**config.mk**
```make
export PLATFORM = sky130hd
export DESIGN_NAME = afu_shell
export DESIGN_NICKNAME = d
export VERILOG_FILES = /design/src/afu_mem_pkg.sv /design/src/afu_ctrl_pkg.sv /design/src/job_control.sv /design/src/mmio_regs.sv /design/src/cu_read_engine.sv /design/src/command_fifo.sv /design/src/command_issue.sv /design/src/afu_shell.sv
export VERILOG_INCLUDE_DIRS = /design/src /design/src/include
export SDC_FILE = /design/constraint.sdc
export NUM_CORES = 1
export LEC_CHECK = 0
export BUFFER_PORTS_ARGS = -buffer_cell sky130_fd_sc_hd__buf_4
export CAP_MARGIN = 40
export CORE_MARGIN = 2
export CORE_UTILIZATION = 50
export CTS_BUF_LIST = sky130_fd_sc_hd__clkbuf_8
export DETAILED_ROUTE_END_ITERATION = 10
export PLACE_DENSITY = 0.82
export SLEW_MARGIN = 20
export SYNTH_ARGS = -nofsm -noshare
export SYNTH_HDL_FRONTEND = slang
export SYNTH_HIERARCHICAL = 1
export SYNTH_SLANG_ARGS = --single-unit
```
**constraint.sdc**
```tcl
create_clock -name clock -period 3.05 [get_ports clock]
set_input_delay 0.4575 -clock clock [delete_from_list [all_inputs] [get_ports clock]]
set_output_delay 0.4575 -clock clock [all_outputs]
set_load 0.02 [all_outputs]
```
**src/include/afu_config.svh**
```systemverilog
`ifndef AFU_CONFIG_SVH
`define AFU_CONFIG_SVH

// Memory command geometry
`define AFU_ADDR_W      64
`define AFU_TAG_W       4
`define AFU_LINE_BYTES  128

// Buffering and flow control
`define AFU_FIFO_DEPTH  4
`define AFU_CREDITS     8

// Job size
`define AFU_COUNT_W     16

// MMIO register map, one 64-bit register per offset
`define AFU_REG_BASE    2'd0
`define AFU_REG_COUNT   2'd1
`define AFU_REG_STATUS  2'd2
`define AFU_REG_ERROR   2'd3

`endif

```
**src/afu_mem_pkg.sv**
```systemverilog
`default_nettype none

`include "afu_config.svh"

package afu_mem_pkg;

  typedef logic [`AFU_ADDR_W-1:0] addr_t;
  typedef logic [`AFU_TAG_W-1:0]  tag_t;

  // Response codes as they appear on the wire
  typedef enum logic [1:0] {
    RESP_DONE  = 2'd0,
    RESP_FAULT = 2'd1
  } resp_code_e;

  // Read command, one cache line per command
  typedef struct packed {
    tag_t  tag;
    addr_t addr;
  } mem_command_t;

  // Response returned by tag, no ready on this path
  typedef struct packed {
    logic       valid;
    tag_t       tag;
    resp_code_e code;
  } mem_response_t;

endpackage

`default_nettype wire

```
**src/afu_ctrl_pkg.sv**
```systemverilog
`default_nettype none

`include "afu_config.svh"

package afu_ctrl_pkg;

  typedef logic [`AFU_COUNT_W-1:0] line_count_t;

  // Sticky error bits
  typedef logic [3:0] error_vec_t;
  localparam int ERR_FAULT    = 0;
  localparam int ERR_OVERFLOW = 1;
  localparam int ERR_TAG      = 2;
  localparam int ERR_MMIO     = 3;

  typedef enum logic [1:0] {
    JOB_IDLE,
    JOB_RUNNING,
    JOB_DONE
  } job_state_e;

  typedef struct packed {
    logic start;
    logic reset_job;
  } job_in_t;

  typedef struct packed {
    logic running;
    logic done;
  } job_out_t;

  typedef struct packed {
    logic        valid;
    logic        write;
    logic [1:0]  addr;
    logic [63:0] data;
  } mmio_req_t;

  typedef struct packed {
    logic        ack;
    logic [63:0] data;
  } mmio_resp_t;

endpackage

`default_nettype wire

```
**src/job_control.sv**
```systemverilog
`timescale 1ns/10ps
`default_nettype none

module job_control (
  input  wire                    clock,
  input  wire                    rst_n,
  input  wire afu_ctrl_pkg::job_in_t job_in,
  input  wire                    all_done,
  output afu_ctrl_pkg::job_out_t job_out,
  output logic                   running
);

  afu_ctrl_pkg::job_state_e state;
  logic                     done_q;

  //////////////////////////////////////////////////////////////////////
  // Job FSM
  //////////////////////////////////////////////////////////////////////

  always_ff @(posedge clock or negedge rst_n) begin
    if (!rst_n) begin
      state  <= afu_ctrl_pkg::JOB_IDLE;
      done_q <= 1'b0;
    end else begin
      done_q <= 1'b0;
      if (job_in.reset_job) begin
        state <= afu_ctrl_pkg::JOB_IDLE;
      end else begin
        case (state)
          afu_ctrl_pkg::JOB_IDLE,
          afu_ctrl_pkg::JOB_DONE: begin
            if (job_in.start) state <= afu_ctrl_pkg::JOB_RUNNING;
          end
          afu_ctrl_pkg::JOB_RUNNING: begin
            // Start pulses are ignored here
            if (all_done) begin
              state  <= afu_ctrl_pkg::JOB_DONE;
              done_q <= 1'b1;
            end
          end
          default: state <= afu_ctrl_pkg::JOB_IDLE;
        endcase
      end
    end
  end

  assign running = (state == afu_ctrl_pkg::JOB_RUNNING);
  assign job_out = '{running: running, done: done_q};

  // Done pulse only after the job has left the running state
  assert property (@(posedge clock) disable iff (!rst_n)
    job_out.done |-> !job_out.running && $past(job_out.running));

endmodule

`default_nettype wire

```
**src/mmio_regs.sv**
```systemverilog
`timescale 1ns/10ps
`default_nettype none

`include "afu_config.svh"

module mmio_regs (
  input  wire                         clock,
  input  wire                         rst_n,
  input  wire afu_ctrl_pkg::mmio_req_t mmio_req,
  output afu_ctrl_pkg::mmio_resp_t    mmio_resp,
  input  wire                         running,
  input  wire afu_ctrl_pkg::line_count_t lines_done,
  input  wire afu_ctrl_pkg::error_vec_t  error_set,
  output afu_mem_pkg::addr_t          base_addr,
  output afu_ctrl_pkg::line_count_t   line_count
);

  afu_mem_pkg::addr_t        base_q;
  afu_ctrl_pkg::line_count_t count_q;
  afu_ctrl_pkg::error_vec_t  err_q;
  logic                      ack_q;
  logic [63:0]               rdata_q;

  //////////////////////////////////////////////////////////////////////
  // Register writes and sticky errors
  //////////////////////////////////////////////////////////////////////

  always_ff @(posedge clock or negedge rst_n) begin
    if (!rst_n) begin
      base_q  <= '0;
      count_q <= '0;
      err_q   <= '0;
      ack_q   <= 1'b0;
    end else begin
      ack_q <= mmio_req.valid;
      // Configuration is locked while a job runs
      if (mmio_req.valid && mmio_req.write && !running) begin
        if (mmio_req.addr == `AFU_REG_BASE) base_q <= mmio_req.data;
        if (mmio_req.addr == `AFU_REG_COUNT) count_q <= mmio_req.data[`AFU_COUNT_W-1:0];
      end
      // New error bits win over a clear in the same cycle
      if (mmio_req.valid && mmio_req.write && mmio_req.addr == `AFU_REG_ERROR)
        err_q <= (err_q & ~mmio_req.data[3:0]) | error_set;
      else
        err_q <= err_q | error_set;
    end
  end

  // Read data
  always_ff @(posedge clock) begin
    case (mmio_req.addr)
      `AFU_REG_BASE:   rdata_q <= base_q;
      `AFU_REG_COUNT:  rdata_q <= 64'(count_q);
      `AFU_REG_STATUS: rdata_q <= {47'b0, running, lines_done};
      default:         rdata_q <= 64'(err_q);
    endcase
  end

  assign mmio_resp  = '{ack: ack_q, data: rdata_q};
  assign base_addr  = base_q;
  assign line_count = count_q;

  assert property (@(posedge clock) disable iff (!rst_n)
    mmio_req.valid |=> mmio_resp.ack);
  assert property (@(posedge clock) disable iff (!rst_n)
    !mmio_req.valid |=> !mmio_resp.ack);

endmodule

`default_nettype wire

```
**src/cu_read_engine.sv**
```systemverilog
`timescale 1ns/10ps
`default_nettype none

`include "afu_config.svh"

module cu_read_engine (
  input  wire                            clock,
  input  wire                            rst_n,
  input  wire                            running,
  input  wire afu_mem_pkg::addr_t        base_addr,
  input  wire afu_ctrl_pkg::line_count_t line_count,
  output afu_mem_pkg::mem_command_t      eng_cmd,
  output logic                           eng_valid,
  input  wire                            eng_ready,
  input  wire                            resp_accept,
  output afu_ctrl_pkg::line_count_t      lines_done,
  output logic                           all_done
);

  afu_ctrl_pkg::line_count_t issue_idx;
  afu_ctrl_pkg::line_count_t issue_next;
  logic                      running_q;
  logic                      finished;
  logic                      start_job;
  logic                      eng_fire;

  assign start_job  = running && !running_q;
  assign eng_fire   = eng_valid && eng_ready;
  assign issue_next = issue_idx + 1'b1;

  // Line address and tag follow the issue index
  assign eng_cmd.addr = base_addr +
                        afu_mem_pkg::addr_t'(issue_idx) * afu_mem_pkg::addr_t'(`AFU_LINE_BYTES);
  assign eng_cmd.tag  = issue_idx[`AFU_TAG_W-1:0];

  //////////////////////////////////////////////////////////////////////
  // Issue and completion tracking
  //////////////////////////////////////////////////////////////////////

  always_ff @(posedge clock or negedge rst_n) begin
    if (!rst_n) begin
      running_q  <= 1'b0;
      eng_valid  <= 1'b0;
      issue_idx  <= '0;
      lines_done <= '0;
      finished   <= 1'b0;
      all_done   <= 1'b0;
    end else begin
      running_q <= running;
      all_done  <= 1'b0;
      if (start_job) begin
        issue_idx  <= '0;
        lines_done <= '0;
        finished   <= 1'b0;
        eng_valid  <= (line_count != '0);
      end else if (!running) begin
        // Aborted job, stop offering commands
        eng_valid <= 1'b0;
      end else begin
        if (eng_fire) begin
          issue_idx <= issue_next;
          eng_valid <= (issue_next != line_count);
        end
        if (resp_accept) lines_done <= lines_done + 1'b1;
        if (!finished && lines_done == line_count) begin
          all_done <= 1'b1;
          finished <= 1'b1;
        end
      end
    end
  end

  // Held command must not move until the FIFO takes it
  assert property (@(posedge clock) disable iff (!rst_n || !running)
    eng_valid && !eng_ready |=> eng_valid && $stable(eng_cmd));

endmodule

`default_nettype wire

```
**src/command_fifo.sv**
```systemverilog
`timescale 1ns/10ps
`default_nettype none

`include "afu_config.svh"

module command_fifo #(
  parameter int DEPTH = `AFU_FIFO_DEPTH
) (
  input  wire                             clock,
  input  wire                             rst_n,
  input  wire afu_mem_pkg::mem_command_t  in_cmd,
  input  wire                             in_valid,
  output logic                            in_ready,
  output afu_mem_pkg::mem_command_t       out_cmd,
  output logic                            out_valid,
  input  wire                             out_ready
);

  localparam int PTR_W = $clog2(DEPTH);

  afu_mem_pkg::mem_command_t mem [DEPTH];
  logic [PTR_W-1:0]          wr_ptr;
  logic [PTR_W-1:0]          rd_ptr;
  logic [PTR_W:0]            count;
  logic                      wr_en;
  logic                      rd_en;

  assign in_ready  = (count != (PTR_W+1)'(DEPTH));
  assign out_valid = (count != '0);
  assign out_cmd   = mem[rd_ptr];
  assign wr_en     = in_valid && in_ready;
  assign rd_en     = out_valid && out_ready;

  always_ff @(posedge clock) begin
    if (wr_en) mem[wr_ptr] <= in_cmd;
  end

  // Pointers wrap naturally for power-of-two depths
  always_ff @(posedge clock or negedge rst_n) begin
    if (!rst_n) begin
      wr_ptr <= '0;
      rd_ptr <= '0;
      count  <= '0;
    end else begin
      if (wr_en) wr_ptr <= wr_ptr + 1'b1;
      if (rd_en) rd_ptr <= rd_ptr + 1'b1;
      if (wr_en && !rd_en) count <= count + 1'b1;
      else if (rd_en && !wr_en) count <= count - 1'b1;
    end
  end

  // Full means the read and write pointers meet
  assert property (@(posedge clock) disable iff (!rst_n)
    (count == (PTR_W+1)'(DEPTH)) |-> (wr_ptr == rd_ptr));

endmodule

`default_nettype wire

```
**src/command_issue.sv**
```systemverilog
`timescale 1ns/10ps
`default_nettype none

`include "afu_config.svh"

module command_issue (
  input  wire                             clock,
  input  wire                             rst_n,
  input  wire afu_mem_pkg::mem_command_t  fifo_cmd,
  input  wire                             fifo_valid,
  output logic                            fifo_ready,
  output afu_mem_pkg::mem_command_t       mem_cmd,
  output logic                            mem_cmd_valid,
  input  wire                             mem_cmd_ready,
  input  wire afu_mem_pkg::mem_response_t mem_resp,
  output logic                            resp_accept,
  output afu_ctrl_pkg::error_vec_t        error_set
);

  localparam int CREDIT_W = $clog2(`AFU_CREDITS + 1);

  logic [CREDIT_W-1:0]        credits;
  logic [2**`AFU_TAG_W-1:0]   outstanding;
  logic                       take;
  logic                       credit_full;
  logic                       credit_ret;
  logic                       tag_known;

  assign fifo_ready  = (credits != '0) && (!mem_cmd_valid || mem_cmd_ready);
  assign take        = fifo_valid && fifo_ready;
  assign credit_full = (credits == CREDIT_W'(`AFU_CREDITS));
  assign credit_ret  = mem_resp.valid && !credit_full;
  assign tag_known   = outstanding[mem_resp.tag];

  //////////////////////////////////////////////////////////////////////
  // Output register toward memory
  //////////////////////////////////////////////////////////////////////

  always_ff @(posedge clock) begin
    if (take) mem_cmd <= fifo_cmd;
  end

  always_ff @(posedge clock or negedge rst_n) begin
    if (!rst_n) begin
      mem_cmd_valid <= 1'b0;
      credits       <= CREDIT_W'(`AFU_CREDITS);
      outstanding   <= '0;
    end else begin
      if (take) mem_cmd_valid <= 1'b1;
      else if (mem_cmd_ready) mem_cmd_valid <= 1'b0;
      case ({take, credit_ret})
        2'b10:   credits <= credits - 1'b1;
        2'b01:   credits <= credits + 1'b1;
        default: ;
      endcase
      if (mem_resp.valid) outstanding[mem_resp.tag] <= 1'b0;
      if (take) outstanding[fifo_cmd.tag] <= 1'b1;
    end
  end

  // Response checks, one-cycle pulses
  always_ff @(posedge clock or negedge rst_n) begin
    if (!rst_n) begin
      resp_accept <= 1'b0;
      error_set   <= '0;
    end else begin
      resp_accept <= 1'b0;
      error_set   <= '0;
      if (mem_resp.valid) begin
        error_set[afu_ctrl_pkg::ERR_FAULT]    <= (mem_resp.code == afu_mem_pkg::RESP_FAULT);
        error_set[afu_ctrl_pkg::ERR_OVERFLOW] <= credit_full;
        error_set[afu_ctrl_pkg::ERR_TAG]      <= !tag_known;
        resp_accept <= tag_known && (mem_resp.code == afu_mem_pkg::RESP_DONE);
      end
    end
  end

  assert property (@(posedge clock) disable iff (!rst_n)
    credits <= CREDIT_W'(`AFU_CREDITS));

endmodule

`default_nettype wire

```
**src/afu_shell.sv**
```systemverilog
`timescale 1ns/10ps
`default_nettype none

module afu_shell (
  input  wire                             clock,
  input  wire                             rst_n,
  input  wire afu_ctrl_pkg::job_in_t      job_in,
  output afu_ctrl_pkg::job_out_t          job_out,
  input  wire afu_ctrl_pkg::mmio_req_t    mmio_req,
  output afu_ctrl_pkg::mmio_resp_t        mmio_resp,
  output afu_mem_pkg::mem_command_t       mem_cmd,
  output logic                            mem_cmd_valid,
  input  wire                             mem_cmd_ready,
  input  wire afu_mem_pkg::mem_response_t mem_resp
);

  logic                      running;
  logic                      all_done;
  logic                      resp_accept;
  afu_mem_pkg::addr_t        base_addr;
  afu_ctrl_pkg::line_count_t line_count;
  afu_ctrl_pkg::line_count_t lines_done;
  afu_ctrl_pkg::error_vec_t  error_set;
  afu_mem_pkg::mem_command_t eng_cmd;
  afu_mem_pkg::mem_command_t fifo_cmd;
  logic                      eng_valid;
  logic                      eng_ready;
  logic                      fifo_valid;
  logic                      fifo_ready;

  //////////////////////////////////////////////////////////////////////
  // Control side
  //////////////////////////////////////////////////////////////////////

  job_control job_control_i (.clock(clock), .rst_n(rst_n), .job_in(job_in),
    .all_done(all_done), .job_out(job_out), .running(running));

  mmio_regs mmio_regs_i (.clock(clock), .rst_n(rst_n), .mmio_req(mmio_req),
    .mmio_resp(mmio_resp), .running(running), .lines_done(lines_done),
    .error_set(error_set), .base_addr(base_addr), .line_count(line_count));

  //////////////////////////////////////////////////////////////////////
  // Command path, engine to memory
  //////////////////////////////////////////////////////////////////////

  cu_read_engine cu_read_engine_i (.clock(clock), .rst_n(rst_n), .running(running),
    .base_addr(base_addr), .line_count(line_count), .eng_cmd(eng_cmd),
    .eng_valid(eng_valid), .eng_ready(eng_ready), .resp_accept(resp_accept),
    .lines_done(lines_done), .all_done(all_done));

  command_fifo command_fifo_i (.clock(clock), .rst_n(rst_n), .in_cmd(eng_cmd),
    .in_valid(eng_valid), .in_ready(eng_ready), .out_cmd(fifo_cmd),
    .out_valid(fifo_valid), .out_ready(fifo_ready));

  command_issue command_issue_i (.clock(clock), .rst_n(rst_n), .fifo_cmd(fifo_cmd),
    .fifo_valid(fifo_valid), .fifo_ready(fifo_ready), .mem_cmd(mem_cmd),
    .mem_cmd_valid(mem_cmd_valid), .mem_cmd_ready(mem_cmd_ready),
    .mem_resp(mem_resp), .resp_accept(resp_accept), .error_set(error_set));

endmodule

`default_nettype wire

```
==> Word level (Yosys, flattened, before mapping) <==
Memory sizes are Yosys's and may differ from the RTL's.
Index checks and enable logic that the tools add are counted.
{ "totals": {"memories": 1, "mem_bits_rw": 272, "ff_bits": 288} }
{ "op_classes": {"order_cmp": 4, "mux": 41, "n_eq_ne": 15, "bitwise_logic": 7, "reduce_logical": 43, "add_sub_neg": 9} }
{ "mem_list": {"columns": ["name", "words", "word_bits", "rd", "rd_clocked_by_memory_dff", "write_ports", "line_no", "source"], "rows": [
  ["command_fifo_i.mem", 4, 68, 1, 0, 1, "command_fifo.sv:21", "afu_mem_pkg::mem_command_t mem [DEPTH];"]
]} }
{ "op_table": {"columns": ["cell", "count"], "rows": [
  ["one-hot mux 64 bit (3 select lines)", 1],
  ["2-to-1 mux 16 bit", 8],
  ["adder 64 x 23 -> 64 bit", 1],
  ["adder 16 x 1 -> 16 bit (second input constant)", 2],
  ["2-to-1 mux 1 bit", 20],
  ["AND 16 bit", 1],
  ["equality test 16 bit", 1],
  ["inequality test 16 bit", 1],
  ["inverter 16 bit", 1],
  ["OR 16 bit", 1],
  ["nonzero test 16 bit", 1],
  ["logical AND 1 bit", 14],
  ["nonzero test 2 bit", 7],
  ["AND reduction 2 bit", 6],
  ["less-than comparator 4 x 5 -> 1 bit (second input constant)", 2],
  ["2-to-1 mux 3 bit", 3],
  ["inequality test 3 bit (second input constant)", 3],
  ["demux 1 bit (select 4 bit)", 2],
  ["equality test 2 x 1 -> 1 bit (second input constant)", 4],
  ["equality test 2 bit (second input constant)", 4],
  ["greater-or-equal comparator 4 x 1 -> 1 bit (second input constant)", 2],
  ["logical NOT 1 bit", 8],
  ["OR 4 x 3 -> 4 bit", 2],
  ["one-hot mux 4 bit (2 select lines)", 1],
  ["other kinds (18)", 23]
]} }

==> Logic depth before layout (Yosys ltp) <==
Gate-level depths: netlist of the first run.
{ "depth": {"depth_word": 9, "ltp_mapped": 11, "mapped_depth_nobuf": 10} }

==> Modules after synthesis <==
Netlist of the first run, hierarchy kept.
{ "modules_own_cells": {"columns": ["mod", "seq_area_each_um2", "area_each_um2", "cells_per_inst", "n_inst"], "rows": [
  ["command_fifo", 8343.0, 10299.9, 391, 1],
  ["mmio_regs", 3408.3, 5166.2, 350, 1],
  ["cu_read_engine", 900.9, 4200.3, 536, 1],
  ["command_issue", 2668.8, 3362.0, 187, 1],
  ["job_control", 75.1, 137.6, 13, 1]
]} }

==> Least setup slack after synthesis of the first run <==
OpenSTA, ideal clock, no wires.
{ "synth_timing": {"path_type": "register to register", "from": "register command_issue_i.credits[0]", "to": "register command_issue_i.credits[3]", "setup_time_ns": 0.092, "arrival_ns": 2.754, "required_ns": 2.958, "stages_incl_launch_ff": 11, "path_slack_ns": 0.205, "path_buffers": 1, "period_less_slack_ns": 2.845, "cell_sequence": "dfrtp_1 -> or4_1 -> and3_1 -> buf_6 -> inv_4 -> ha_1 -> inv_1 -> ha_1 -> a21o_2 -> a2111oi_0 -> o31ai_1"} }
{ "synth_between": {"elab_chain_len": 5} }
{ "synth_rtl": {"columns": ["item", "line_no", "source"], "rows": [
  ["start, declared", "command_issue.sv:22", "logic [CREDIT_W-1:0] credits;"],
  ["start signal, assigned", "command_issue.sv:46", "credits <= CREDIT_W'(`AFU_CREDITS);"],
  ["start signal, assigned", "command_issue.sv:52", "2'b10: credits <= credits - 1'b1;"],
  ["start signal, assigned", "command_issue.sv:53", "2'b01: credits <= credits + 1'b1;"],
  ["nonzero test 4 bit *", "command_issue.sv:29", "assign fifo_ready = (credits != '0) && (!mem_cmd_valid || mem_cmd_ready);"],
  ["logical AND 1 bit *", "command_issue.sv:29", null],
  ["logical AND 1 bit *", "command_issue.sv:30", "assign take = fifo_valid && fifo_ready;"],
  ["via command_issue_i.take", "command_issue.sv:24", "logic take;"],
  ["equality test 2 x 1 -> 1 bit or equality test 2 bit (tied branches)", "command_issue.sv:51", "case ({take, credit_ret})"],
  ["one-hot mux 4 bit (2 select lines) or nonzero test 2 bit (tied branches)", null, null]
]} }
The timed path passes the listed nets; every way through them passes the cells marked *.
A chain may end at the register's enable or synchronous reset.

==> insert_results.sql, run 1 <==
INSERT INTO impl_metrics (metric_group, metric, value, unit) VALUES
('yosys', 'postSynth.asyncResetShare', '27.9', '%'),
('global_route', 'grt_pass1_wl', '82.7', 'mm'),
('yosys', 'dominantRegCellSynth', 'edfxtp_1', ''),
('worst_setup_path', 'r2r_end', 'command_fifo_i/mem[3][21]', ''),
('worst_setup_path', 'register_to_register_setup_slack', '0.13', 'ns'),
('worst_setup_path', 'worst-endpoint-required', '3.50', 'ns'),
('cells_and_area', 'antenna_cells_inserted', '0', ''),
('yosys', 'number_of_enable_type_register_cells_in_the_synthesized_netlist', '340', ''),
('drt', 'drt-wirelength-per-cell', '21.8', 'um'),
('yosys', 'netlist_instances', '1477', ''),
('drt', 'drc_errors', '0', ''),
('sta', 'fin_hold_ws', '0.0507', 'ns'),
('pwr', 'static-leakage-power', '0.0108', 'uW'),
('global_route', 'first_global_vias', '14400', ''),
('floorplan', 'die_width', '219', 'um'),
('global_route', 'grt.overflow.total', '0', ''),
('pwr', 'ir_worst_vdd', '0.536', 'mV'),
('worst_setup_path', 'worst-path-max-fanout', '4', ''),
('clocking', 'cts-buffers-inserted', '88', ''),
('min_path', 'hold-path-endpoint', 'mmio_regs_i/base_addr[16]', ''),
('clocking', 'cts_tree', 'yes', ''),
('drt', 'route.final.wire_length', '54.3', 'mm'),
('sta', 'finalHoldViolations', '0', ''),
('floorplan', 'fp-row-count', '78', ''),
('worst_setup_path', 'r2r_start', 'mmio_regs_i/base_addr[7]', ''),
('sta', 'min_period', '2.92', 'ns'),
('run', 'cap_viol_max_count', '0', ''),
('yosys', 'yosysTopAreaCellShare', '44.1', '%'),
('sta', 'rsz0062_at_grt', 'no', ''),
('sta', 'fin_skew', '0.0330', 'ns'),
('cells_and_area', 'most-common-layout-cells', 'edfxtp_1, buf_4, dfrtp_1, clkbuf_8, o21ai_0', ''),
('cells_and_area', 'finish.utilization', '61.1', '%'),
('min_path', 'holdPathStages', '2', ''),
('cells_and_area', 'mostFrequentLayoutCell', 'edfxtp_1', ''),
('floorplan', 'die_area', '48100', 'sq um'),
('cells_and_area', 'layout-drive-gt1-share', '30.5', '%'),
('yosys', 'ys_top_cells_by_area', 'edfxtp_1, dfrtp_1, mux4_2', ''),
('worst_setup_path', 'cells_on_worst_reg2reg_path', '9', ''),
('run_status', 'outcome', 'finished, final reports clean', ''),
('cells_and_area', 'fillerInstances', '3222', ''),
('sta', 'timing.final.setup_violations', '0', ''),
('clocking', 'clock-root-buffer', 'clkbuf_8', ''),
('min_path', 'worst_hold_path_type', 'in -> reg', ''),
('cells_and_area', 'layout-area-overhead-vs-synth', '20.2', '%'),
('yosys', 'synth_area_leader_cell', 'edfxtp_1', ''),
('pwr', 'post-layout-total-power', '24000', 'uW'),
('cells_and_area', 'nets', '1923', ''),
('placed_design', 'io_buffer_count', '215', ''),
('floorplan', 'area_of_the_core', '45600', 'sq um'),
('sta', 'slew_headroom', '44.2', '%'),
('cells_and_area', 'layout.area.seq', '15400', 'sq um'),
('floorplan', 'boundaryPins', '216', ''),
('sta', 'finalWorstSetupSlack', '0.126', 'ns'),
('drt', 'first_iter_violations', '1222', ''),
('floorplan', 'die_h', '219', 'um'),
('clocking', 'clock_tree.buffer_depth', '3', ''),
('clocking', 'insertion_delay_of_the_later_clocked_pin_in_the_worst_skew_pair', '0.68', 'ns'),
('yosys', 'yosys_register_bits', '560', ''),
('worst_setup_path', 'criticalPathCategory', 'reg -> reg', ''),
('floorplan', 'start_util', '50.8', '%'),
('global_route', 'antenna_found_initial', '0', ''),
('worst_setup_path', 'startpoint_type', 'register', ''),
('worst_setup_path', 'signal_arrival_time_at_the_worst_endpoint', '3.37', 'ns'),
('pwr', 'power_density', '863', 'nW/um^2'),
('cells_and_area', 'cell_area_after_layout', '27800', 'sq um'),
('sta', 'maxSlewViolCount', '0', ''),
('yosys', 'net_count_of_the_mapped_netlist', '1586', ''),
('placed_design', 'area_of_placed_instances', '25500', 'sq um'),
('placed_design', 'dp_slack', '0.145', 'ns'),
('drt', 'dr_total_vias', '14100', ''),
('yosys', 'netlist_area', '23200', 'sq um');
kinds of logic (layout without fill, tap and decap cells):
logic type | Yosys count | after routing | share of synthesized area (%)
and+or+nand+nor | 337 | 337 | 8.07
other | 1 | 1 | 0.0162
buffers and inverters | 87 | 496 | 2.58
xor gates and xnor gates | 112 | 112 | 4.23
muxes | 178 | 178 | 12.2
DFF | 560 | 560 | 66.5
AOI/OAI and AO/OA | 173 | 173 | 4.72
adders and majority gates | 29 | 29 | 1.66
worst max path at each step:
stage	from	slack (ns)	endpoint	cells past startpoint
floorplan	command_issue_i/credits[0]	0.20	command_issue_i/credits[3]	10
global placement	cu_read_engine_i/issue_idx[10]	-0.07	command_fifo_i/mem[2][58]	8
detailed placement	mmio_regs_i/base_addr[7]	0.15	command_fifo_i/mem[2][43]	9
CTS	mmio_regs_i/base_addr[7]	0.12	command_fifo_i/mem[0][35]	9
global route	mmio_regs_i/base_addr[7]	0.009	command_fifo_i/mem[1][21]	9
finish	mmio_regs_i/base_addr[7]	0.13	command_fifo_i/mem[3][21]	9
power by group:
group / leakage (uW) / switching [uW] / internal (uW)
registers: 0.00562 / 1260 / 10200
clock network: 0.00103 / 2940 / 3260
logic: 0.00420 / 3440 / 2910
total: 0.0108 / 7640 / 16400
sequential cells by signal (all words and copies together) (netlist names), 16 cells and up:
signal	flops
command_fifo_i/mem	272
command_issue_i/mem_cmd	68
mmio_regs_i/base_addr	64
mmio_regs_i/rdata_q	64
command_issue_i/outstanding	16
cu_read_engine_i/issue_idx	16
cu_read_engine_i/lines_done	16
mmio_regs_i/line_count	16
metrics by stage:
step	setup TNS, ns	std cells
2_1_floorplan	0	1477
3_3_place_gp	-0.279	2264
3_5_place_dp	0	2267
4_1_cts	0	2485
5_1_grt	0	2486
6_report	0	2486
worst max-delay path, cell delays in order (launching register included):
cell	delay, ns
dfrtp_1	0.41
ha_1	0.25
fa_1	0.40
a21o_1	0.21
a221oi_1	0.37
buf_4	0.20
o21bai_1	0.10
a21boi_0	0.31
o21bai_1	0.13
xor2_1	0.31
routing by layer:
metal / vias up / part of all wire (%) / GRT usage, % / routed length (um)
met1: 7078 / 41 / 31.2 / 22500
met4: 0 / 2.3 / 7.41 / 1240
li1: 6283 / - / - / -
met5: - / 0 / 0 / 0
met3: 97 / 7.6 / 4.46 / 4110
met2: 660 / 49 / 37.4 / 26500
cell usage after synthesis, drive strengths merged, types with 21 or more instances:
library cell and count:
nor2 49, nand3 41, and3 21, mux2 84
and2 59, buf 53, nand4 24, xnor2 65
xor2 47, ha 26, dfrtp 155, o21ai 87
edfxtp 340, dfxtp 64, nand2 72, mux4 76
a21oi 23
cell type report:
class / instances / share of cell area, %
multi-input combinational: 830 / 25.9
timing repair buffer: 318 / 9.59
sequential: 560 / 55.3
clock inverter: 56 / 1.07
inverter: 16 / 0.225
tap: 600 / 2.70
clock buffer: 106 / 5.24
timing repair:
action,in CTS,in global routing
setup endpoints to repair,0,37
hold endpoints to repair,109,0
setup buffers,0,0
gates resized for setup,0,1
hold buffers,56,0
Power figures use the tool's default switching activity.
==> run 2: changes to the inputs <==
--- a/config.mk
+++ b/config.mk
@@ -6,13 +6,14 @@
 export SDC_FILE = /design/constraint.sdc
 export NUM_CORES = 1
 export LEC_CHECK = 0
+export ABC_AREA = 1
 export BUFFER_PORTS_ARGS = -buffer_cell sky130_fd_sc_hd__buf_4
 export CAP_MARGIN = 40
 export CORE_MARGIN = 2
 export CORE_UTILIZATION = 50
 export CTS_BUF_LIST = sky130_fd_sc_hd__clkbuf_8
 export DETAILED_ROUTE_END_ITERATION = 10
-export PLACE_DENSITY = 0.82
+export PLACE_DENSITY = 0.81
 export SLEW_MARGIN = 20
 export SYNTH_ARGS = -nofsm -noshare
 export SYNTH_HDL_FRONTEND = slang
==> constraint.sdc (replaced) <==
create_clock -name clock -period 3.05 [get_ports clock]
set_input_delay 0.305 -clock clock [delete_from_list [all_inputs] [get_ports clock]]
set_output_delay 0.305 -clock clock [all_outputs]
set_load 0.02 [all_outputs]
==> insert_results.sql, run 2 <==
INSERT INTO impl_metrics (metric_group, metric, value, unit) VALUES
('cells_and_area', 'cell_area_after_layout', '30000', 'sq um'),
('min_path', 'worst_hold_path_type', 'in -> reg', ''),
('yosys', 'post-synth-top-count-cell', 'nand2_1', ''),
('drt', 'route.final.wire_length', '70.4', 'mm'),
('cells_and_area', 'layout_top_registers', 'command_fifo_i/mem: 272 flops, command_issue_i/mem_cmd: 68 flops', ''),
('cells_and_area', 'mostFrequentLayoutCell', 'nand2_1', ''),
('yosys', 'postSynth.asyncResetShare', '27.9', '%'),
('run', 'cap_viol_max_count', '0', ''),
('worst_setup_path', 'endpoint_kind', 'register', ''),
('placed_design', 'finalWeightedCongestion', '0.929', ''),
('worst_setup_path', 'worst-path-max-fanout', '9', ''),
('clocking', 'h-tree-depth', '3', ''),
('yosys', 'number_of_enable_type_register_cells_in_the_synthesized_netlist', '340', ''),
('pwr', 'power.net_switching', '9050', 'uW'),
('worst_setup_path', 'setup.worst_path.start', 'cu_read_engine_i/issue_idx[0]', ''),
('pwr', 'clockPowerShare', '25.4', '%'),
('worst_setup_path', 'worst-endpoint-required', '3.51', 'ns'),
('cells_and_area', 'nets', '2985', ''),
('drt', 'first_iter_violations', '1834', ''),
('sta', 'tns', '0', 'ns'),
('worst_setup_path', 'r2r_start', 'cu_read_engine_i/issue_idx[0]', ''),
('global_route', 'grt_use_total', '26.9', '%'),
('sta', 'fin_skew', '0.0406', 'ns'),
('yosys', 'postSynthAreaPerCell', '9.91', 'sq um'),
('yosys', 'netlist_instances', '2551', ''),
('floorplan', 'die_h', '229', 'um'),
('run_status', 'outcome', 'finished, final reports clean', ''),
('yosys', 'net_count_of_the_mapped_netlist', '2660', ''),
('global_route', 'grt_max_degree', '181', ''),
('clocking', 'clk_pin_slew_worst_paths', '0.06', 'ns'),
('floorplan', 'boundaryPins', '216', ''),
('yosys', 'yosys_register_bits', '560', ''),
('yosys', 'post_synthesis_cell_type_count', '53', ''),
('global_route', 'antenna_found_initial', '1', ''),
('pwr', 'seq_power_share', '44.8', '%'),
('clocking', 'cts.sink_count', '560', ''),
('cells_and_area', 'layout-drive-gt1-share', '14.6', '%'),
('sta', 'slew_headroom', '44.6', '%'),
('cells_and_area', 'stdcell_count', '3624', ''),
('yosys', 'ys_warn_count', '6', ''),
('floorplan', 'die_area', '52400', 'sq um'),
('floorplan', 'area_of_the_core', '50100', 'sq um'),
('yosys', 'netlist_area', '25300', 'sq um'),
('sta', 'maxSlewViolCount', '0', ''),
('sta', 'fin_hold_ws', '0.0606', 'ns'),
('worst_setup_path', 'signal_arrival_time_at_the_worst_endpoint', '3.30', 'ns'),
('sta', 'max_slew.worst_pin.slew', '0.830', 'ns'),
('sta', 'finalHoldViolations', '0', ''),
('global_route', 'grt.overflow.total', '0', ''),
('clocking', 'postCtsSetupRepairBufs', '0', ''),
('clocking', 'clock-root-buffer', 'clkbuf_8', ''),
('sta', 'min_period', '2.84', 'ns'),
('cells_and_area', 'fillerInstances', '4089', ''),
('cells_and_area', 'most-common-layout-cells', 'nand2_1, inv_1, edfxtp_1, buf_4, nand3_1', ''),
('drt', 'detail-route-antenna-nets', '0', ''),
('pwr', 'ir_worst_vdd', '0.564', 'mV'),
('placed_design', 'io_buffer_count', '215', ''),
('drt', 'drc_errors', '0', ''),
('sta', 'max_freq', '352', 'MHz'),
('clocking', 'cts_resized', '0', ''),
('clocking', 'clock_tree.buffer_depth', '3', ''),
('yosys', 'yosysTopAreaCellShare', '40.4', '%'),
('pwr', 'power_report.internal_total', '16100', 'uW'),
('yosys', 'synth_area_leader_cell', 'edfxtp_1', ''),
('yosys', 'ys_top_cells_by_area', 'edfxtp_1, dfrtp_1, nand2_1', ''),
('drt', 'first_pass_iters', '9', ''),
('clocking', 'cts-buffers-inserted', '90', ''),
('floorplan', 'fp-row-count', '82', ''),
('yosys', 'ys_seq_area_share', '60.9', '%'),
('placed_design', 'detailedPlacementHpwl', '48.8', 'mm'),
('drt', 'dr_total_vias', '19600', ''),
('placed_design', 'area_of_placed_instances', '27400', 'sq um'),
('cells_and_area', 'layout.area.seq', '15400', 'sq um'),
('pwr', 'post-layout-total-power', '25200', 'uW'),
('yosys', 'ys_top_cells_by_count', 'nand2_1, inv_1, edfxtp_1, nor2_1, nand3_1', ''),
('pwr', 'power_frac_comb', '29.8', '%'),
('worst_setup_path', 'startpoint_type', 'register', ''),
('floorplan', 'die_width', '229', 'um'),
('global_route', 'first_global_vias', '19500', ''),
('global_route', 'grt_pass1_wl', '109', 'mm'),
('cells_and_area', 'largest_register_ffs', '272', ''),
('cells_and_area', 'area_of_combinational_cells_with_multiple_inputs', '7820', 'sq um'),
('cells_and_area', 'largest-register', 'command_fifo_i/mem', ''),
('sta', 'timing.final.setup_violations', '0', ''),
('drt', 'drt-wirelength-per-cell', '19.4', 'um'),
('sta', 'period_share', '93.1', '%'),
('pwr', 'power_switching_share', '36.0', '%'),
('worst_setup_path', 'criticalPathCategory', 'reg -> reg', ''),
('clocking', 'holdBufCountCts', '78', ''),
('cells_and_area', 'layout-area-overhead-vs-synth', '18.8', '%'),
('clocking', 'insertion_delay_of_the_later_clocked_pin_in_the_worst_skew_pair', '0.69', 'ns'),
('pwr', 'static-leakage-power', '0.0133', 'uW'),
('placed_design', 'dp_cells', '3377', ''),
('worst_setup_path', 'cells_on_worst_reg2reg_path', '9', ''),
('pwr', 'power_density', '838', 'nW/um^2'),
('clocking', 'cts_tree', 'yes', ''),
('min_path', 'holdPathStages', '3', ''),
('yosys', 'dominantRegCellSynth', 'edfxtp_1', ''),
('drt', 'via_per_inst', '5.41', ''),
('sta', 'rsz0062_at_grt', 'no', ''),
('floorplan', 'start_util', '50.5', '%'),
('min_path', 'hold_start', 'mmio_req[64]', '');
-- run 2: cell types whose count changed after synthesis, sizes merged, moves of 40 or more --
| cell | previous run | this run |
|---|---|---|
| nor2 | 49 | 188 |
| mux4 | 76 | 0 |
| nand2 | 72 | 712 |
| nand3 | 41 | 180 |
| and2 | 59 | 0 |
| buf | 53 | 98 |
| xnor2 | 65 | 25 |
| mux2 | 84 | 0 |
| inv | 16 | 348 |
| o211ai | 2 | 136 |
-- run 2: power by group through the flow --
stage	combinational, uW	clock [uW]	sequential (uW)
after floorplan	4300	0	11800
final	7500	6400	11300
after detailed placement	7390	0	11400
after global placement	7140	0	11300
after global routing	8220	6810	11400
after CTS	7500	6490	11300
-- run 2: worst max-delay path, stage by stage (launching register included) --
cell and delay (ns):
dfrtp_1 0.50, ha_1 0.33, fa_1 0.35, nand3_1 0.11, nand2_1 0.16, a31oi_1 0.10
buf_4 0.16, o21ai_1 0.46, nand2_1 0.14, xor2_1 0.33
-- run 2: path summary, 6_finish.rpt --
path	endpoint	slack, ns
worst min-delay path	mmio_regs_i/rdata_q[0]	0.06
min in group asynchronous	mmio_regs_i/base_addr[53]	0.17
max in group asynchronous	command_fifo_i/rd_ptr[1]	2.04
worst min register to register	mmio_regs_i/err_q[0]	0.45
worst max register to register	command_fifo_i/mem[1][55]	0.21
worst max-delay path	command_fifo_i/mem[1][55]	0.21
-- run 2: layout make-up --
| class | instances | area share, % |
|---|---|---|
| clock inverters | 60 | 1.13 |
| multi-input cells | 1540 | 26.0 |
| diodes | 1 | 0.00833 |
| well taps | 672 | 2.80 |
| clock buffers | 107 | 4.90 |
| flip-flops and latches | 560 | 51.3 |
| inverters | 349 | 4.39 |
| repair buffers | 335 | 9.48 |
-- run 2: per-layer routing --
layer / share of wire (%) / vias to the layer above / global-route usage, %
met3: 8.3 / 148 / 5.05
li1: - / 9154 / -
met5: 0 / - / 0
met4: 3.2 / 0 / 10.2
met2: 47 / 923 / 43.9
met1: 41 / 9391 / 35.9
-- run 2: kinds of logic (layout without fill, tap and decap cells) --
group / Yosys count / after routing / synth area share (%)
adder cells (fa/ha/maj): 29 / 29 / 1.52
other: 1 / 2 / 0.0148
buffers and inverters: 451 / 851 / 8.29
flip-flops: 560 / 560 / 60.9
AND/OR/NAND/NOR: 1176 / 1176 / 19.9
AO/OA/AOI/OAI: 270 / 270 / 7.11
XOR/XNOR: 64 / 64 / 2.27
-- run 2: metrics by stage --
stage | util (%) | worst slack, ns
3_5_place_dp | 54.8 | 0.203
2_1_floorplan | - | -1.06
3_3_place_gp | 54.8 | 0.370
6_report | 60.0 | 0.210
5_1_grt | 60.0 | 0.0443
4_1_cts | 59.9 | 0.189
==> run 3: changes to the inputs <==
--- a/config.mk
+++ b/config.mk
@@ -10,10 +10,10 @@
 export BUFFER_PORTS_ARGS = -buffer_cell sky130_fd_sc_hd__buf_4
 export CAP_MARGIN = 40
 export CORE_MARGIN = 2
-export CORE_UTILIZATION = 50
+export CORE_UTILIZATION = 45
 export CTS_BUF_LIST = sky130_fd_sc_hd__clkbuf_8
 export DETAILED_ROUTE_END_ITERATION = 10
-export PLACE_DENSITY = 0.81
+export PLACE_DENSITY = 0.75
 export SLEW_MARGIN = 20
 export SYNTH_ARGS = -nofsm -noshare
 export SYNTH_HDL_FRONTEND = slang
==> insert_results.sql, run 3 (synthesized netlist as in run 2, its figures left out) <==
INSERT INTO impl_metrics (metric_group, metric, value, unit) VALUES
('cells_and_area', 'layout-drive-gt1-share', '14.6', '%'),
('placed_design', 'finalWeightedCongestion', '0.937', ''),
('sta', 'fin_skew', '0.0557', 'ns'),
('run_status', 'outcome', 'finished, final reports clean', ''),
('drt', 'drc_errors', '0', ''),
('cells_and_area', 'nets', '2985', ''),
('drt', 'detail-route-antenna-nets', '0', ''),
('cells_and_area', 'antenna_cells_inserted', '0', ''),
('cells_and_area', 'mostFrequentLayoutCell', 'nand2_1', ''),
('sta', 'max_freq', '366', 'MHz'),
('worst_setup_path', 'cells_on_worst_reg2reg_path', '8', ''),
('global_route', 'first_global_vias', '19100', ''),
('placed_design', 'dp_cells', '3448', ''),
('sta', 'fin_hold_ws', '0.0553', 'ns'),
('pwr', 'ir_worst_vdd', '0.512', 'mV'),
('cells_and_area', 'stdcell_count', '3701', ''),
('sta', 'maxSlewViolCount', '0', ''),
('global_route', 'grt_pass1_wl', '107', 'mm'),
('drt', 'route.final.wire_length', '70.1', 'mm'),
('clocking', 'cts_resized', '0', ''),
('worst_setup_path', 'startpoint_type', 'register', ''),
('cells_and_area', 'cell_area_after_layout', '30200', 'sq um'),
('cells_and_area', 'layout_top_registers', 'command_fifo_i/mem: 272 flops, command_issue_i/mem_cmd: 68 flops', ''),
('clocking', 'insertion_delay_of_the_later_clocked_pin_in_the_worst_skew_pair', '0.70', 'ns'),
('placed_design', 'area_of_placed_instances', '27500', 'sq um'),
('global_route', 'antenna_found_initial', '3', ''),
('cells_and_area', 'layout-area-overhead-vs-synth', '19.3', '%'),
('pwr', 'power_density', '834', 'nW/um^2'),
('global_route', 'grt.overflow.total', '0', ''),
('worst_setup_path', 'signal_arrival_time_at_the_worst_endpoint', '3.21', 'ns'),
('drt', 'via_per_inst', '5.25', ''),
('global_route', 'grt_max_degree', '161', ''),
('cells_and_area', 'most-common-layout-cells', 'nand2_1, inv_1, edfxtp_1, buf_4, nand3_1', ''),
('cells_and_area', 'largest_register_ffs', '272', ''),
('clocking', 'cts.sink_count', '560', ''),
('pwr', 'post-layout-total-power', '25100', 'uW'),
('clocking', 'clock-root-buffer', 'clkbuf_8', ''),
('min_path', 'hold_start', 'mem_resp[4]', ''),
('worst_setup_path', 'register_to_register_setup_slack', '0.32', 'ns'),
('worst_setup_path', 'worst-endpoint-required', '3.53', 'ns'),
('sta', 'slew_headroom', '49.5', '%'),
('min_path', 'hold-path-endpoint', 'command_issue_i/outstanding[12]', ''),
('clocking', 'clk_pin_slew_worst_paths', '0.06', 'ns'),
('placed_design', 'io_buffer_count', '215', ''),
('sta', 'period_share', '89.6', '%'),
('global_route', 'grt_use_total', '24.3', '%'),
('worst_setup_path', 'r2r_start', 'cu_read_engine_i/issue_idx[0]', ''),
('pwr', 'static-leakage-power', '0.0133', 'uW'),
('worst_setup_path', 'endpoint_kind', 'register', ''),
('worst_setup_path', 'worst-path-max-fanout', '9', ''),
('placed_design', 'dp_slack', '0.360', 'ns'),
('floorplan', 'area_of_the_core', '55300', 'sq um'),
('floorplan', 'die_h', '241', 'um'),
('min_path', 'holdPathStages', '4', ''),
('floorplan', 'fp-row-count', '86', ''),
('sta', 'rsz0062_at_grt', 'no', ''),
('clocking', 'h-tree-depth', '3', ''),
('clocking', 'cts_tree', 'yes', ''),
('clocking', 'clock_tree.buffer_depth', '3', ''),
('worst_setup_path', 'r2r_end', 'command_fifo_i/mem[2][39]', ''),
('floorplan', 'die_width', '241', 'um'),
('floorplan', 'die_area', '58100', 'sq um'),
('drt', 'dr_total_vias', '19400', ''),
('drt', 'first_iter_violations', '1888', ''),
('floorplan', 'start_util', '45.7', '%'),
('run', 'cap_viol_max_count', '0', ''),
('clocking', 'cts-buffers-inserted', '91', ''),
('clocking', 'postCtsSetupRepairBufs', '0', ''),
('sta', 'finalHoldViolations', '0', ''),
('drt', 'drt-wirelength-per-cell', '18.9', 'um'),
('floorplan', 'boundaryPins', '216', ''),
('cells_and_area', 'largest-register', 'command_fifo_i/mem', ''),
('sta', 'finalWorstSetupSlack', '0.317', 'ns'),
('clocking', 'holdBufCountCts', '81', ''),
('placed_design', 'detailedPlacementHpwl', '49.0', 'mm'),
('worst_setup_path', 'criticalPathCategory', 'reg -> reg', ''),
('sta', 'max_slew.worst_pin.slew', '0.758', 'ns'),
('sta', 'min_period', '2.73', 'ns'),
('drt', 'first_pass_iters', '5', ''),
('sta', 'timing.final.setup_violations', '0', ''),
('min_path', 'worst_hold_path_type', 'in -> reg', '');
[run 3: worst max path at each step]
| stage | slack (ns) | endpoint | cells past startpoint | from |
|---|---|---|---|---|
| CTS | 0.34 | command_fifo_i/mem[2][55] | 8 | cu_read_engine_i/issue_idx[0] |
| finish | 0.32 | command_fifo_i/mem[2][39] | 8 | cu_read_engine_i/issue_idx[0] |
| global placement | 0.46 | command_fifo_i/mem[0][27] | 8 | cu_read_engine_i/issue_idx[0] |
| floorplan | -1.06 | command_fifo_i/mem[0][0] | 4 | command_fifo_i/count[0] |
| global route | 0.12 | command_fifo_i/mem[3][55] | 8 | cu_read_engine_i/issue_idx[0] |
| detailed placement | 0.36 | command_fifo_i/mem[0][55] | 8 | cu_read_engine_i/issue_idx[0] |
[run 3: cell type report]
cell class / instances / area [sq um]
timing repair buffer: 334 / 2890
clock inverter: 69 / 402
tap: 748 / 936
multi-input combinational: 1540 / 7820
clock buffer: 101 / 1390
fill: 4830 / 25200
sequential: 560 / 15400
inverter: 349 / 1320
[run 3: report_power, final]
part	switching (uW)	internal (uW)	total, uW
logic	5010	2490	7500
registers	1080	10200	11300
clock network	3030	3320	6360
[run 3: metal layers]
layer	up-vias	global-route usage, %	wire, um
met5	-	0	0
met4	0	9.07	2150
met3	126	3.85	5040
met2	785	39.2	32700
met1	9358	33.1	30200
li1	9168	-	-
[run 3: critical path: stages (launching register included)]
cell and delay, ns:
dfrtp_1 0.49, ha_1 0.30, fa_1 0.47, nand3_1 0.12
nand2_1 0.12, a31oi_1 0.33, o21ai_1 0.25, nand2_1 0.14
xor2_1 0.29
[run 3: per-stage QoR]
step / utilization [%] / setup TNS (ns)
global route: 54.5 / 0
global placement: 49.7 / 0
finish: 54.5 / 0
floorplan: - / -286.99
CTS: 54.4 / 0
detailed placement: 49.7 / 0
